### config.mk
export PLATFORM = sky130hd
export DESIGN_NAME = rv_execute
export DESIGN_NICKNAME = d
export VERILOG_FILES = /design/src/verilog/rv_pkg.sv /design/src/verilog/rv_execute.sv
export SDC_FILE = /design/constraint.sdc
export NUM_CORES = 1
export LEC_CHECK = 0
export ABC_CLOCK_PERIOD_IN_PS = 6400
export BUFFER_PORTS_ARGS = -buffer_cell sky130_fd_sc_hd__buf_4
export CAP_MARGIN = 20
export CELL_PAD_IN_SITES_DETAIL_PLACEMENT = 0
export CELL_PAD_IN_SITES_GLOBAL_PLACEMENT = 2
export CORE_MARGIN = 2
export CORE_UTILIZATION = 25
export DETAILED_ROUTE_END_ITERATION = 12
export GPL_TIMING_DRIVEN = 1
export PLACE_DENSITY = 0.65
export SLEW_MARGIN = 20
export SYNTH_ARGS = -nofsm -noshare
export SYNTH_HDL_FRONTEND = slang
export SYNTH_SLANG_ARGS = --single-unit
### constraint.sdc
create_clock -name vclk -period 6.4
set_clock_uncertainty 0.2 [all_clocks]
set_input_delay 0.64 -clock vclk [all_inputs]
set_output_delay 0.64 -clock vclk [all_outputs]
set_load 0.01 [all_outputs]
### src/verilog/rv_pkg.sv
////////////////////
// Shared constants and encodings for the single-cycle RV32I core.
// Every stage refers to these by scoped name (rv_pkg::...).
// Widths, memory depth and reset address are fixed for a 32-bit core.
////////////////////

package rv_pkg;

  // Datapath and memory sizing
  localparam int XLEN       = 32;
  localparam int IMEM_DEPTH = 64;
  localparam int IMEM_AW    = 6;

  // First fetch address after reset
  localparam logic [XLEN-1:0] RESET_PC = 32'h0100_0000;

  // Base opcodes handled by the core
  localparam logic [6:0] OP_REG    = 7'b0110011;
  localparam logic [6:0] OP_IMM    = 7'b0010011;
  localparam logic [6:0] OP_LUI    = 7'b0110111;
  localparam logic [6:0] OP_AUIPC  = 7'b0010111;
  localparam logic [6:0] OP_BRANCH = 7'b1100011;
  localparam logic [6:0] OP_JAL    = 7'b1101111;
  localparam logic [6:0] OP_JALR   = 7'b1100111;

  // ALU operation
  typedef enum logic [3:0] {
    ALU_ADD,
    ALU_SUB,
    ALU_SLL,
    ALU_SLT,
    ALU_SLTU,
    ALU_XOR,
    ALU_SRL,
    ALU_SRA,
    ALU_OR,
    ALU_AND,
    ALU_PASS_B
  } alu_op_e;

  // Source of the register write value
  typedef enum logic [1:0] {
    WB_ALU,
    WB_PC4,
    WB_NONE
  } wb_sel_e;

  // How the next PC is formed
  typedef enum logic [1:0] {
    FLOW_SEQ,
    FLOW_BRANCH,
    FLOW_JAL,
    FLOW_JALR
  } flow_e;

endpackage : rv_pkg

### src/verilog/rv_execute.sv
////////////////////
// Execute stage: operand selection, ALU and branch compare.
// Purely combinational.
////////////////////

`timescale 1ns/1ps

module rv_execute (
  input  logic [rv_pkg::XLEN-1:0] pc_i,
  input  logic [rv_pkg::XLEN-1:0] rs1_data_i,
  input  logic [rv_pkg::XLEN-1:0] rs2_data_i,
  input  logic [rv_pkg::XLEN-1:0] imm_i,
  input  rv_pkg::alu_op_e         alu_op_i,
  input  logic                    use_imm_i,
  input  logic                    a_is_pc_i,
  input  logic                    a_is_zero_i,
  input  logic [2:0]              funct3_i,
  output logic [rv_pkg::XLEN-1:0] alu_res_o,
  output logic                    br_taken_o
);

  logic [rv_pkg::XLEN-1:0] op_a;
  logic [rv_pkg::XLEN-1:0] op_b;
  logic [4:0]              shamt;

  // Operand A: zero for LUI, PC for AUIPC/JAL
  always_comb begin
    if (a_is_zero_i) begin
      op_a = '0;
    end else if (a_is_pc_i) begin
      op_a = pc_i;
    end else begin
      op_a = rs1_data_i;
    end
  end

  assign op_b  = use_imm_i ? imm_i : rs2_data_i;
  assign shamt = op_b[4:0];

  always_comb begin
    case (alu_op_i)
      rv_pkg::ALU_ADD:  alu_res_o = op_a + op_b;
      rv_pkg::ALU_SUB:  alu_res_o = op_a - op_b;
      rv_pkg::ALU_SLL:  alu_res_o = op_a << shamt;
      rv_pkg::ALU_SLT:  alu_res_o = {31'b0, $signed(op_a) < $signed(op_b)};
      rv_pkg::ALU_SLTU: alu_res_o = {31'b0, op_a < op_b};
      rv_pkg::ALU_XOR:  alu_res_o = op_a ^ op_b;
      rv_pkg::ALU_SRL:  alu_res_o = op_a >> shamt;
      rv_pkg::ALU_SRA:  alu_res_o = $unsigned($signed(op_a) >>> shamt);
      rv_pkg::ALU_OR:   alu_res_o = op_a | op_b;
      rv_pkg::ALU_AND:  alu_res_o = op_a & op_b;
      default:          alu_res_o = op_b;
    endcase
  end

  // Branch condition on the raw register values
  always_comb begin
    case (funct3_i)
      3'b000:  br_taken_o = (rs1_data_i == rs2_data_i);
      3'b001:  br_taken_o = (rs1_data_i != rs2_data_i);
      3'b100:  br_taken_o = ($signed(rs1_data_i) < $signed(rs2_data_i));
      3'b101:  br_taken_o = ($signed(rs1_data_i) >= $signed(rs2_data_i));
      3'b110:  br_taken_o = (rs1_data_i < rs2_data_i);
      3'b111:  br_taken_o = (rs1_data_i >= rs2_data_i);
      default: br_taken_o = 1'b0;
    endcase
  end

endmodule : rv_execute

Yosys cells after proc, flatten, opt, wreduce, memory -nomap -nowiden

Cells that the tools add are included.

Register bits: 0
Bits in latches: 0
Bits in writable memories: 0
Memory bits (read-only): 0
Bits of input ports: 138
Word-level logic and storage cells: 37
Memories: 0

Add/sub/neg operators: 2
Multipliers: 0
Divide/modulo/power cells: 0
Order comparisons: 6
Eq/ne operators: 16
Shift-type cells: 3
Mux-type cells: 5
Bitwise operators: 3
Reduce and logical (&&, ||, !) cells: 2

Operators by type and width:

| kind                                                            | count |
|---|---|
| 32-bit case mux with 10 select lines                            | 1 |
| 32-bit less-than comparator                                     | 4 |
| 32-bit two-way mux                                              | 3 |
| 32-bit >= comparator                                            | 2 |
| 32-bit adder                                                    | 1 |
| 32-bit AND                                                      | 1 |
| 32-bit == test                                                  | 1 |
| 32-bit != test                                                  | 1 |
| 32-bit bitwise OR                                               | 1 |
| 32-bit by 5-bit left shift with 32-bit output                   | 1 |
| 32-bit by 5-bit right shift with 32-bit output                  | 1 |
| 32-bit by 5-bit >>> shifter with 32-bit output                  | 1 |
| 32-bit subtractor                                               | 1 |
| 32-bit XOR                                                      | 1 |
| 4-bit by 3-bit == test with 1-bit output, second input constant | 4 |
| 3-bit == test, second input constant                            | 4 |
| 4-bit by 2-bit == test with 1-bit output, second input constant | 2 |
| 4-bit == test, second input constant                            | 2 |
| 1-bit case mux with 6 select lines                              | 1 |
| 4-bit by 1-bit == test with 1-bit output, second input constant | 1 |
| 4-bit logical NOT                                               | 1 |
| 3-bit by 1-bit == test with 1-bit output, second input constant | 1 |
| 3-bit logical NOT                                               | 1 |

Depth between registers and ports, before layout

Gate-level depths: netlist (run 1).

Depth after elaboration: 4
Gate-level depth with buffers: 17
Mapped depth without buffers: 15

Worst setup path after synthesis (run 1)

Ideal clock, no wire load.

Kind: in2out
Start point: in use_imm_i
End point: out alu_res_o[31] in the netlist's numbering
Data arrival time: 4,458 ps
Required time: 5,560 ps
Setup slack: 1,102 ps
Stages: 16
Buffers on the path: 4
Cell sequence: buf_6 > clkbuf_1 > clkbuf_1 > mux2i_1 > inv_1 > ha_1 > buf_2 > inv_1 > a21oi_1 > a31oi_1 > o311ai_0 > a21oi_1 > o311ai_0 > nor4bb_1 > xor2_1 > a221oi_1

Word-level cells in the longest chain between the ends: 3
Elaborated cells on any way between the ends: 10

Ends and longest elaborated chain:

| what                                            | RTL line         | source |
|---|---|---|
| from (decl)                                     | rv_execute.sv:14 | `input logic use_imm_i,` |
| 32-bit two-way mux (*)                          | rv_execute.sv:37 | `assign op_b = use_imm_i ? imm_i : rs2_data_i;` |
| 32-bit subtractor, or another cell as far along | rv_execute.sv:43 | `rv_pkg::ALU_SUB: alu_res_o = op_a - op_b;` |
| 32-bit case mux with 10 select lines (*)        | rv_execute.sv:41 | `case (alu_op_i)` |
| to (decl)                                       | rv_execute.sv:18 | `output logic [rv_pkg::XLEN-1:0] alu_res_o,` |

Every way passes the cells marked *; elsewhere a longest branch is shown, timed or not.

Final worst setup path (run 1)

Same ends and word-level chain as after synthesis.

==> results.md, run 1 <==
- Result of the run: finished clean
- Total wirelength of the detailed-routed design: about 69000 um
- Total of max-cap violations: 0
- Pwr per Cell Area: between 100 and 150 mW/mm^2
- Via count: ~15000
- Non-filler cells in the finished layout: between 2000 and 2500
- CP Data Arrival Time: approximately 5.3 ns
- Height of the chip: ~220 um
- Unique masters post-synth: 95
- Sequential fraction of the synthesis area: 0%
- Pre-antenna DRT Iters: 6
- Syn-to-layout area delta: 19.3%
- Cell with the largest stage delay on the worst path: mux2i_2
- Critical path start-end classification: in -> out
- Sw power: 975 uW
- Peak clock frequency supported by timing: approximately 160 MHz
- Crit start category: primary input
- Clock Power Share: 0%
- Setup TNS after final layout: 0 ns
- Critical Path Source: use_imm_i
- Number of nets in the finished design: about 2100
- Synth warnings: 0
- Period minus WS final: roughly 6.2 ns
- CTS Hold Bufs: 0
- Combined flip-flop and latch cell area: 0 sq um
- Remaining global-route overflow: 0
- Leading cell type in the layout, fill and taps excluded: buf_4
- Crit path required time: ~5.6 ns
- Post-route core utilization: a little under a third
- Sequential cell count: 0
- Total of clock buffers placed in the layout: 0
- Worst slew pin tran: between 1 and 1.5 ns
- GRT Overall Usage: around 29%
- Antenna-violating nets left: 0
- LEAKAGE: ~5.9 nW
- Number of input and output port buffers inserted: 171
- Number of DRC violations after detailed routing: 0
- Fraction of final layout cells sized beyond drive strength 1: 17.0%
- Die width: 215 um
- Launch point of the worst hold path: funct3_i[2]
- Number of global-route vias before repair: roughly 14000
- Internal power consumption: between 500 and 600 uW
- Slew HR: 19.1%
- Number of instances in the synthesized netlist: between 1500 and 2000
- Final cycle utilization of the critical path: a little over nine tenths
- Syn nets: 2011
- Largest net degree at the start of global routing: about 70
- Antenna violations before repair: 1
- Combinational Power Share: 100.0%
- Number of hold violations in the final report: 0
- Diode count: 0
- Global placer's final weighted congestion: about 1
- Global-route wire length before repair: about 100000 um
- Iteration-0 DRC Markers: ~1800
- Overall die area: about 0.046 sq mm
- Sequential cell fraction of total power: 0%
- Placed insts: 2465
- Peak VDD IR: between 0.04 and 0.05 mV
- RSZ-0062 raised after global routing: false
- Via density per instance: roughly 6
- Post-CTS Setup Repair Bufs: 0
- Critical path endpoint category: output pin
- Crit-path cells: buf_4 -> mux2i_2 -> inv_1 -> ha_1 -> inv_1 -> o211ai_1 -> a31oi_1 -> o311ai_0 -> a21oi_1 -> o311ai_0 -> nor4bb_1 -> xor2_1 -> a221oi_1 -> buf_4
- Cell area after synthesis: 0.0111 sq mm
- Wire length per cell: approximately 28 um
- Initial cell density of the core: between 20% and 30%
- Std-Cell Rows: 77
- Class of the tightest hold or removal check: in -> out
- Slowest Stage Delay on Critical Path: 0.63 ns
- Setup-violating endpoint count in the final report: 0
- PostCTS Resize Cnt: 0
- Syn Area/Cell: ~6.4 sq um
- CORE AREA: ~0.044 sq mm
- Total power of the final layout: ~1.5 mW
- Filler instances: approximately 5000
- Detail Placement HPWL: ~57000 um
- Most frequent cells in the layout: buf_4 (262), o21ai_0 (197), nor2_1 (187)
- Count of boundary I/O pins: ~170
- Critical path peak fanout: 23
- Fraction of power spent switching nets: approximately 65%
- Final Slew Violations: 0
[synth_stat cells (all sizes together) (5+ instances only)]
cell       n  area (sq um)
o21ai    210          1060
nor2     191           747
nand2    151           567
ha       129          1610
inv      128           485
a21oi    127           643
mux2i    109          1130
clkbuf    74           278
buf       57           342
a22oi     48           365
nor3      42           226
nand3     40           200
o211ai    34           255
a21o      27           203
a211oi    23           173
a221oi    19           173
a31oi     18           113
nor4      18           119
o31ai     17           138
xnor2     17           149
o21a      16           120
o21bai    14           105
o221ai    14           123
or3       13          81.3
nand2b    12          75.1
nand4     12          75.1
nor2b     12          75.1
a211o     11          96.3
mux2      10           116
o22ai     10          62.6
o32ai      9          78.8
a21boi     8          60.1
a32oi      8          70.1
and3       8          50.1
o2111ai    8          70.1
or2        7          43.8
a2111oi    6          60.1
o32a       6          60.1
a311oi     5          43.8
o41ai      5          51.3
xor2       5          43.8
[worst paths after layout]
path,to,slack [ns],depth (start not counted)
max,alu_res_o[31],0.23,14
min,br_taken_o,1.41,3
[stage by stage]
stage	cell area [sq um]	setup WS [ns]	hold WS, ns
after global placement	13300	0.191	1.38
after CTS	13300	0.199	1.40
final	13300	0.228	1.41
after global routing	13300	0.0985	1.42
after detailed placement	13300	0.216	1.40
after floorplan	11100	1.10	1.18
[layer usage]
metal | part of all wire [%] | up-vias | GRT usage [%] | routed length, um
met5 | 0 | - | 0 | 0
met4 | 5.6 | 0 | 13.5 | 3860
met3 | 6.7 | 127 | 3.03 | 4670
met2 | 45 | 707 | 46.0 | 31100
met1 | 43 | 7068 | 38.2 | 29800
li1 | - | 6732 | - | -
[critical path, delay by kind of cell]
family,cells,cell delay (ns)
AO/OA/AOI/OAI,6,1.87
buffers and inverters,4,0.89
multiplexers,1,0.63
AND/OR/NAND/NOR,1,0.60
adder cells (fa/ha/maj),1,0.54
XOR/XNOR,1,0.13
[area by class of cell]
type                            instances  area [sq um]  area share, %
Multi-Input combinational cell       1481         10100           75.9
Timing Repair Buffer                  262          1970           14.8
Tap cell                              592           741           5.57
Inverter                              130           493           3.71
[kinds of logic after synthesis]
family	count (synthesis)	share of synthesized area, %
adders and majority gates	131	14.8
and+or+nand+nor	524	21.6
buffers and inverters	261	9.98
AOI/OAI and AO/OA	684	40.5
muxes	120	11.4
xor gates and xnor gates	22	1.73
[power by group through the flow]
stage               sequential [mW]  clock [mW]  combinational, mW
CTS                               0           0               1.45
floorplan                         0           0              0.860
detailed placement                0           0               1.45
global placement                  0           0               1.46
global route                      0           0               1.58
finish                            0           0               1.49
No activity file was read; power rests on OpenSTA's default activity.
==> run 2, diff against run 1 <==
--- a/config.mk
+++ b/config.mk
@@ -5,7 +5,7 @@
 export SDC_FILE = /design/constraint.sdc
 export NUM_CORES = 1
 export LEC_CHECK = 0
-export ABC_CLOCK_PERIOD_IN_PS = 6400
+export ABC_CLOCK_PERIOD_IN_PS = 6550
 export BUFFER_PORTS_ARGS = -buffer_cell sky130_fd_sc_hd__buf_4
 export CAP_MARGIN = 20
 export CELL_PAD_IN_SITES_DETAIL_PLACEMENT = 0
==> constraint.sdc (replaced) <==
create_clock -name vclk -period 6.55
set_clock_uncertainty 0.2 [all_clocks]
set_input_delay 0.655 -clock vclk [all_inputs]
set_output_delay 0.655 -clock vclk [all_outputs]
set_load 0.01 [all_outputs]
==> results.md, run 2 (synthesized netlist as in run 1, its figures left out) <==
- Period minus WS final: 6.22 ns
- Crit-path cells: buf_4 -> mux2i_1 -> nor2_1 -> ha_1 -> nor2_1 -> o31ai_1 -> a211oi_1 -> o311ai_0 -> buf_4 -> a21oi_1 -> o311ai_0 -> nor4bb_1 -> xor2_1 -> a221oi_1 -> buf_4
- Antenna-violating nets left: 0
- Most frequent cells in the layout: buf_4 (261), o21ai_0 (197), nor2_1 (187)
- CP Data Arrival Time: around 5.4 ns
- Fraction of final layout cells sized beyond drive strength 1: 17.0%
- Slew HR: between 10% and 20%
- Non-filler cells in the finished layout: between 2000 and 2500
- Count of boundary I/O pins: 171
- Setup TNS after final layout: 0 ns
- Antenna violations before repair: 2
- Crit path required time: between 5 and 6 ns
- Combined flip-flop and latch cell area: 0 sq um
- Worst slew pin tran: about 1.2 ns
- Worst setup margin: 0.326 ns
- Cell area after placement: about 0.013 sq mm
- Class of the tightest hold or removal check: in -> out
- Result of the run: finished clean
- Critical path endpoint category: output pin
- Critical path start-end classification: in -> out
- Post-CTS Setup Repair Bufs: 0
- Final cycle utilization of the critical path: between 90% and 100%
- Number of global-route vias before repair: around 14000
- GRT Overall Usage: 27.9%
- Slowest Stage Delay on Critical Path: between 0.6 and 0.7 ns
- Pwr per Cell Area: about 110 mW/mm^2
- Total power of the final layout: around 1.4 mW
- Global placer's final weighted congestion: 1.01
- Top cell by count, worst path: buf_4
- CTS Hold Bufs: 0
- Total of max-cap violations: 0
- Largest net degree at the start of global routing: 61
- Critical path peak fanout: 17
- Number of nets in the finished design: 2143
- Total of clock buffers placed in the layout: 0
- Finished Cell Area: 0.0133 sq mm
- Syn-to-layout area delta: 19.1%
- Number of hold violations in the final report: 0
- Total wirelength of the detailed-routed design: 68000 um
- Pre-antenna DRT Iters: 6
- Detail Placement HPWL: about 56000 um
- Global-route wire length before repair: about 100000 um
- Crit start category: primary input
- Height of the chip: about 220 um
- Setup-violating endpoint count in the final report: 0
- Wire length per cell: 27.6 um
- Placed insts: ~2500
- Diode count: 0
- Peak VDD IR: between 0.03 and 0.04 mV
- Number of DRC violations after detailed routing: 0
- Cell with the largest stage delay on the worst path: o31ai_1
- Sequential cell count: 0
- Remaining global-route overflow: 0
- Via density per instance: about 5.9
- Final Slew Violations: 0
- Std-Cell Rows: 77
- Filler instances: a little over 5000
- Overall die area: approximately 0.046 sq mm
- RSZ-0062 raised after global routing: false
- Number of input and output port buffers inserted: approximately 170
- Initial cell density of the core: between 20% and 30%
- Leading cell type in the layout, fill and taps excluded: buf_4
- Launch point of the worst hold path: funct3_i[2]
- Die width: 215 um
- DP Worst Slack: ~0.35 ns
- Via count: 14600
- Iteration-0 DRC Markers: between 1500 and 2000
- Peak clock frequency supported by timing: about 160 MHz
- LEAKAGE: slightly below 6 nW
- Critical Path Source: a_is_pc_i
- CORE AREA: around 0.044 sq mm
==> run 2: cell count changes in the layout (fill, tap and decap cells not counted) <==
| cell | change |
|---|---|
| o32ai_2 | +1 |
| buf_4 | -1 |
| o32ai_4 | -1 |
==> run 2: power breakdown <==
group / switching, mW / internal, mW / total [mW]
Clock: 0 / 0 / 0
Combinational: 0.940 / 0.501 / 1.44
Sequential: 0 / 0 / 0
==> run 2: critical path: cells and delay by family <==
family	cells	cell delay, ns
adder cells (fa/ha/maj)	1	0.39
AND/OR/NAND/NOR	3	0.80
buffers and inverters	3	0.68
XOR/XNOR	1	0.11
multiplexers	1	0.44
AO/OA/AOI/OAI	6	2.26
==> run 2: timing repair <==
item,4_1_cts,5_1_grt
gates resized for setup,0,1
endpoints found under the setup margin,0,1
endpoints found under the hold margin,0,0
==> run 2: area by class of cell <==
| type | instances | area (sq um) | share of cell area (%) |
|---|---|---|---|
| tap | 592 | 741 | 5.58 |
| inverter | 130 | 493 | 3.71 |
| timing repair buffer | 261 | 1960 | 14.8 |
| multi-input combinational | 1481 | 10100 | 76.0 |
==> run 2: metrics by stage <==
stage	util, %	hold slack, ns
after CTS	30.1	1.42
after floorplan	-	1.21
after detailed placement	30.1	1.42
after global placement	30.1	1.41
final	30.1	1.42
after global routing	30.1	1.43
==> run 2: per-layer routing <==
metal,vias to the layer above,wire (um),track usage (%)
met2,690,30600,44.8
met1,7070,29700,38.3
met3,109,4610,3.01
li1,6735,-,-
met5,-,13,0
met4,2,3100,10.6
==> run 2: final timing paths <==
| check | endpoint | slack, ns | cells past startpoint |
|---|---|---|---|
| setup / recovery | alu_res_o[31] | 0.33 | 15 |
| hold / removal | br_taken_o | 1.42 | 3 |
==> run 3, diff against run 2 <==
--- a/config.mk
+++ b/config.mk
@@ -15,6 +15,7 @@
 export DETAILED_ROUTE_END_ITERATION = 12
 export GPL_TIMING_DRIVEN = 1
 export PLACE_DENSITY = 0.65
+export RECOVER_POWER = 25
 export SLEW_MARGIN = 20
 export SYNTH_ARGS = -nofsm -noshare
 export SYNTH_HDL_FRONTEND = slang
==> results.md, run 3 (synthesized netlist as in run 1, its figures left out) <==
- Result of the run: finished, violations left
- Critical path peak fanout: 42
- Internal power consumption: about 500 uW
- Fraction of final layout cells sized beyond drive strength 1: between 10% and 20%
- Remaining global-route overflow: 0
- Number of hold violations in the final report: 0
- Worst hold slack across all endpoints: about 1.4 ns
- Final Slew Violations: 0
- Most frequent cells in the layout: buf_4 (259), o21ai_0 (198), nor2_1 (187)
- Pwr per Cell Area: about 110 mW/mm^2
- Placed insts: 2464
- Crit start category: primary input
- Initial cell density of the core: roughly 25%
- Cell with the largest stage delay on the worst path: a2111oi_0
- Pre-antenna DRT Iters: 7
- Sequential cell fraction of total power: 0%
- LEAKAGE: around 6 nW
- PostCTS Resize Cnt: 0
- Global-route wire length before repair: just under 100000 um
- Peak clock frequency supported by timing: 152 MHz
- Die width: between 200 and 250 um
- Combinational Power Share: 100.0%
- Height of the chip: between 200 and 250 um
- Critical path endpoint category: output pin
- Setup-violating endpoint count in the final report: 1
- Crit-path cells: buf_4 -> mux2_4 -> inv_6 -> clkbuf_2 -> nor2_2 -> a22oi_1 -> nand3_1 -> o211ai_1 -> o21ai_0 -> a2111oi_0 -> buf_4 -> o22ai_1 -> buf_4
- Total of max-cap violations: 0
- Via density per instance: around 5.9
- Leading cell type in the layout, fill and taps excluded: buf_4
- CTS Hold Bufs: 0
- Combined flip-flop and latch cell area: 0 sq um
- Sequential cell count: 0
- Number of input and output port buffers inserted: roughly 170
- Std-Cell Rows: just under 80
- Number of nets in the finished design: roughly 2100
- Critical path start-end classification: in -> out
- Wire length per cell: between 20 and 30 um
- Clock Power Share: 0%
- Slew HR: 18.3%
- Class of the tightest hold or removal check: in -> out
- GRT Overall Usage: 27.9%
- Period minus WS final: approximately 6.6 ns
- Overall die area: roughly 0.046 sq mm
- Syn-to-layout area delta: 19.0%
- Antenna-violating nets left: 0
- Largest net degree at the start of global routing: 61
- RSZ-0062 raised after global routing: false
- CP Data Arrival Time: roughly 5.7 ns
- Non-filler cells in the finished layout: about 2500
- Worst slew pin tran: roughly 1.2 ns
- Sw power: 939 uW
- Count of boundary I/O pins: 171
- Iteration-0 DRC Markers: 1707
- Global placer's final weighted congestion: about 1.0
- Fraction of power spent switching nets: approximately two thirds
- Total wirelength of the detailed-routed design: 68100 um
- Worst setup margin: -0.0160 ns
- Antenna violations before repair: 2
- Crit path required time: 5.69 ns
- Post-CTS Setup Repair Bufs: 0
- Failing checks: negative setup slack
- Final cycle utilization of the critical path: 100%
- Number of DRC violations after detailed routing: 0
- Detail Placement HPWL: around 56000 um
- Slowest Stage Delay on Critical Path: 1.08 ns
- Top cell by count, worst path: buf_4
- CORE AREA: 0.0441 sq mm
- Peak VDD IR: between 0.03 and 0.04 mV
- Diode count: 0
- Via count: 14600
- Number of global-route vias before repair: 13900
- Total of clock buffers placed in the layout: 0
-- run 3: metal layers --
metal	track usage [%]	wire, um
met1	38.3	29600
met2	44.8	30600
met3	3.01	4690
met4	10.6	3140
met5	0	13
-- run 3: worst paths after layout --
kind        start       endpoint  slack [ns]  cells after the start
max     use_imm_i  alu_res_o[25]       -0.02                     13
min   funct3_i[2]     br_taken_o        1.40                      3
-- run 3: area by class of cell --
type               instances  area [sq um]
fillers                 5088         30900
multi-input cells       1481         10100
repair buffers           261          1950
well taps                592           741
inverters                130           493
-- run 3: stage by stage --
stage / setup WS, ns / utilization (%) / power (mW) / instance area [sq um] / TNS (ns)
after CTS: 0.355 / 30.1 / 1.41 / 13300 / 0
after global routing: 0.0983 / 30.1 / 1.53 / 13300 / 0
after floorplan: 1.22 / - / 0.840 / 11100 / 0
after detailed placement: 0.351 / 30.1 / 1.40 / 13300 / 0
after global placement: 0.264 / 30.1 / 1.41 / 13300 / 0
final: -0.0160 / 30.1 / 1.44 / 13300 / -0.0160
-- run 3: critical path: cells and delay by family --
kind / cells / cell delay [ns]
buffers and inverters: 5 / 1.68
multiplexers: 1 / 0.48
AO/OA/AOI/OAI: 5 / 2.20
AND/OR/NAND/NOR: 2 / 0.60
-- run 3: power groups by stage --
stage / combinational [mW] / sequential [mW] / clock, mW
after floorplan: 0.840 / 0 / 0
final: 1.44 / 0 / 0
after global placement: 1.41 / 0 / 0
after global routing: 1.53 / 0 / 0
after CTS: 1.41 / 0 / 0
after detailed placement: 1.40 / 0 / 0
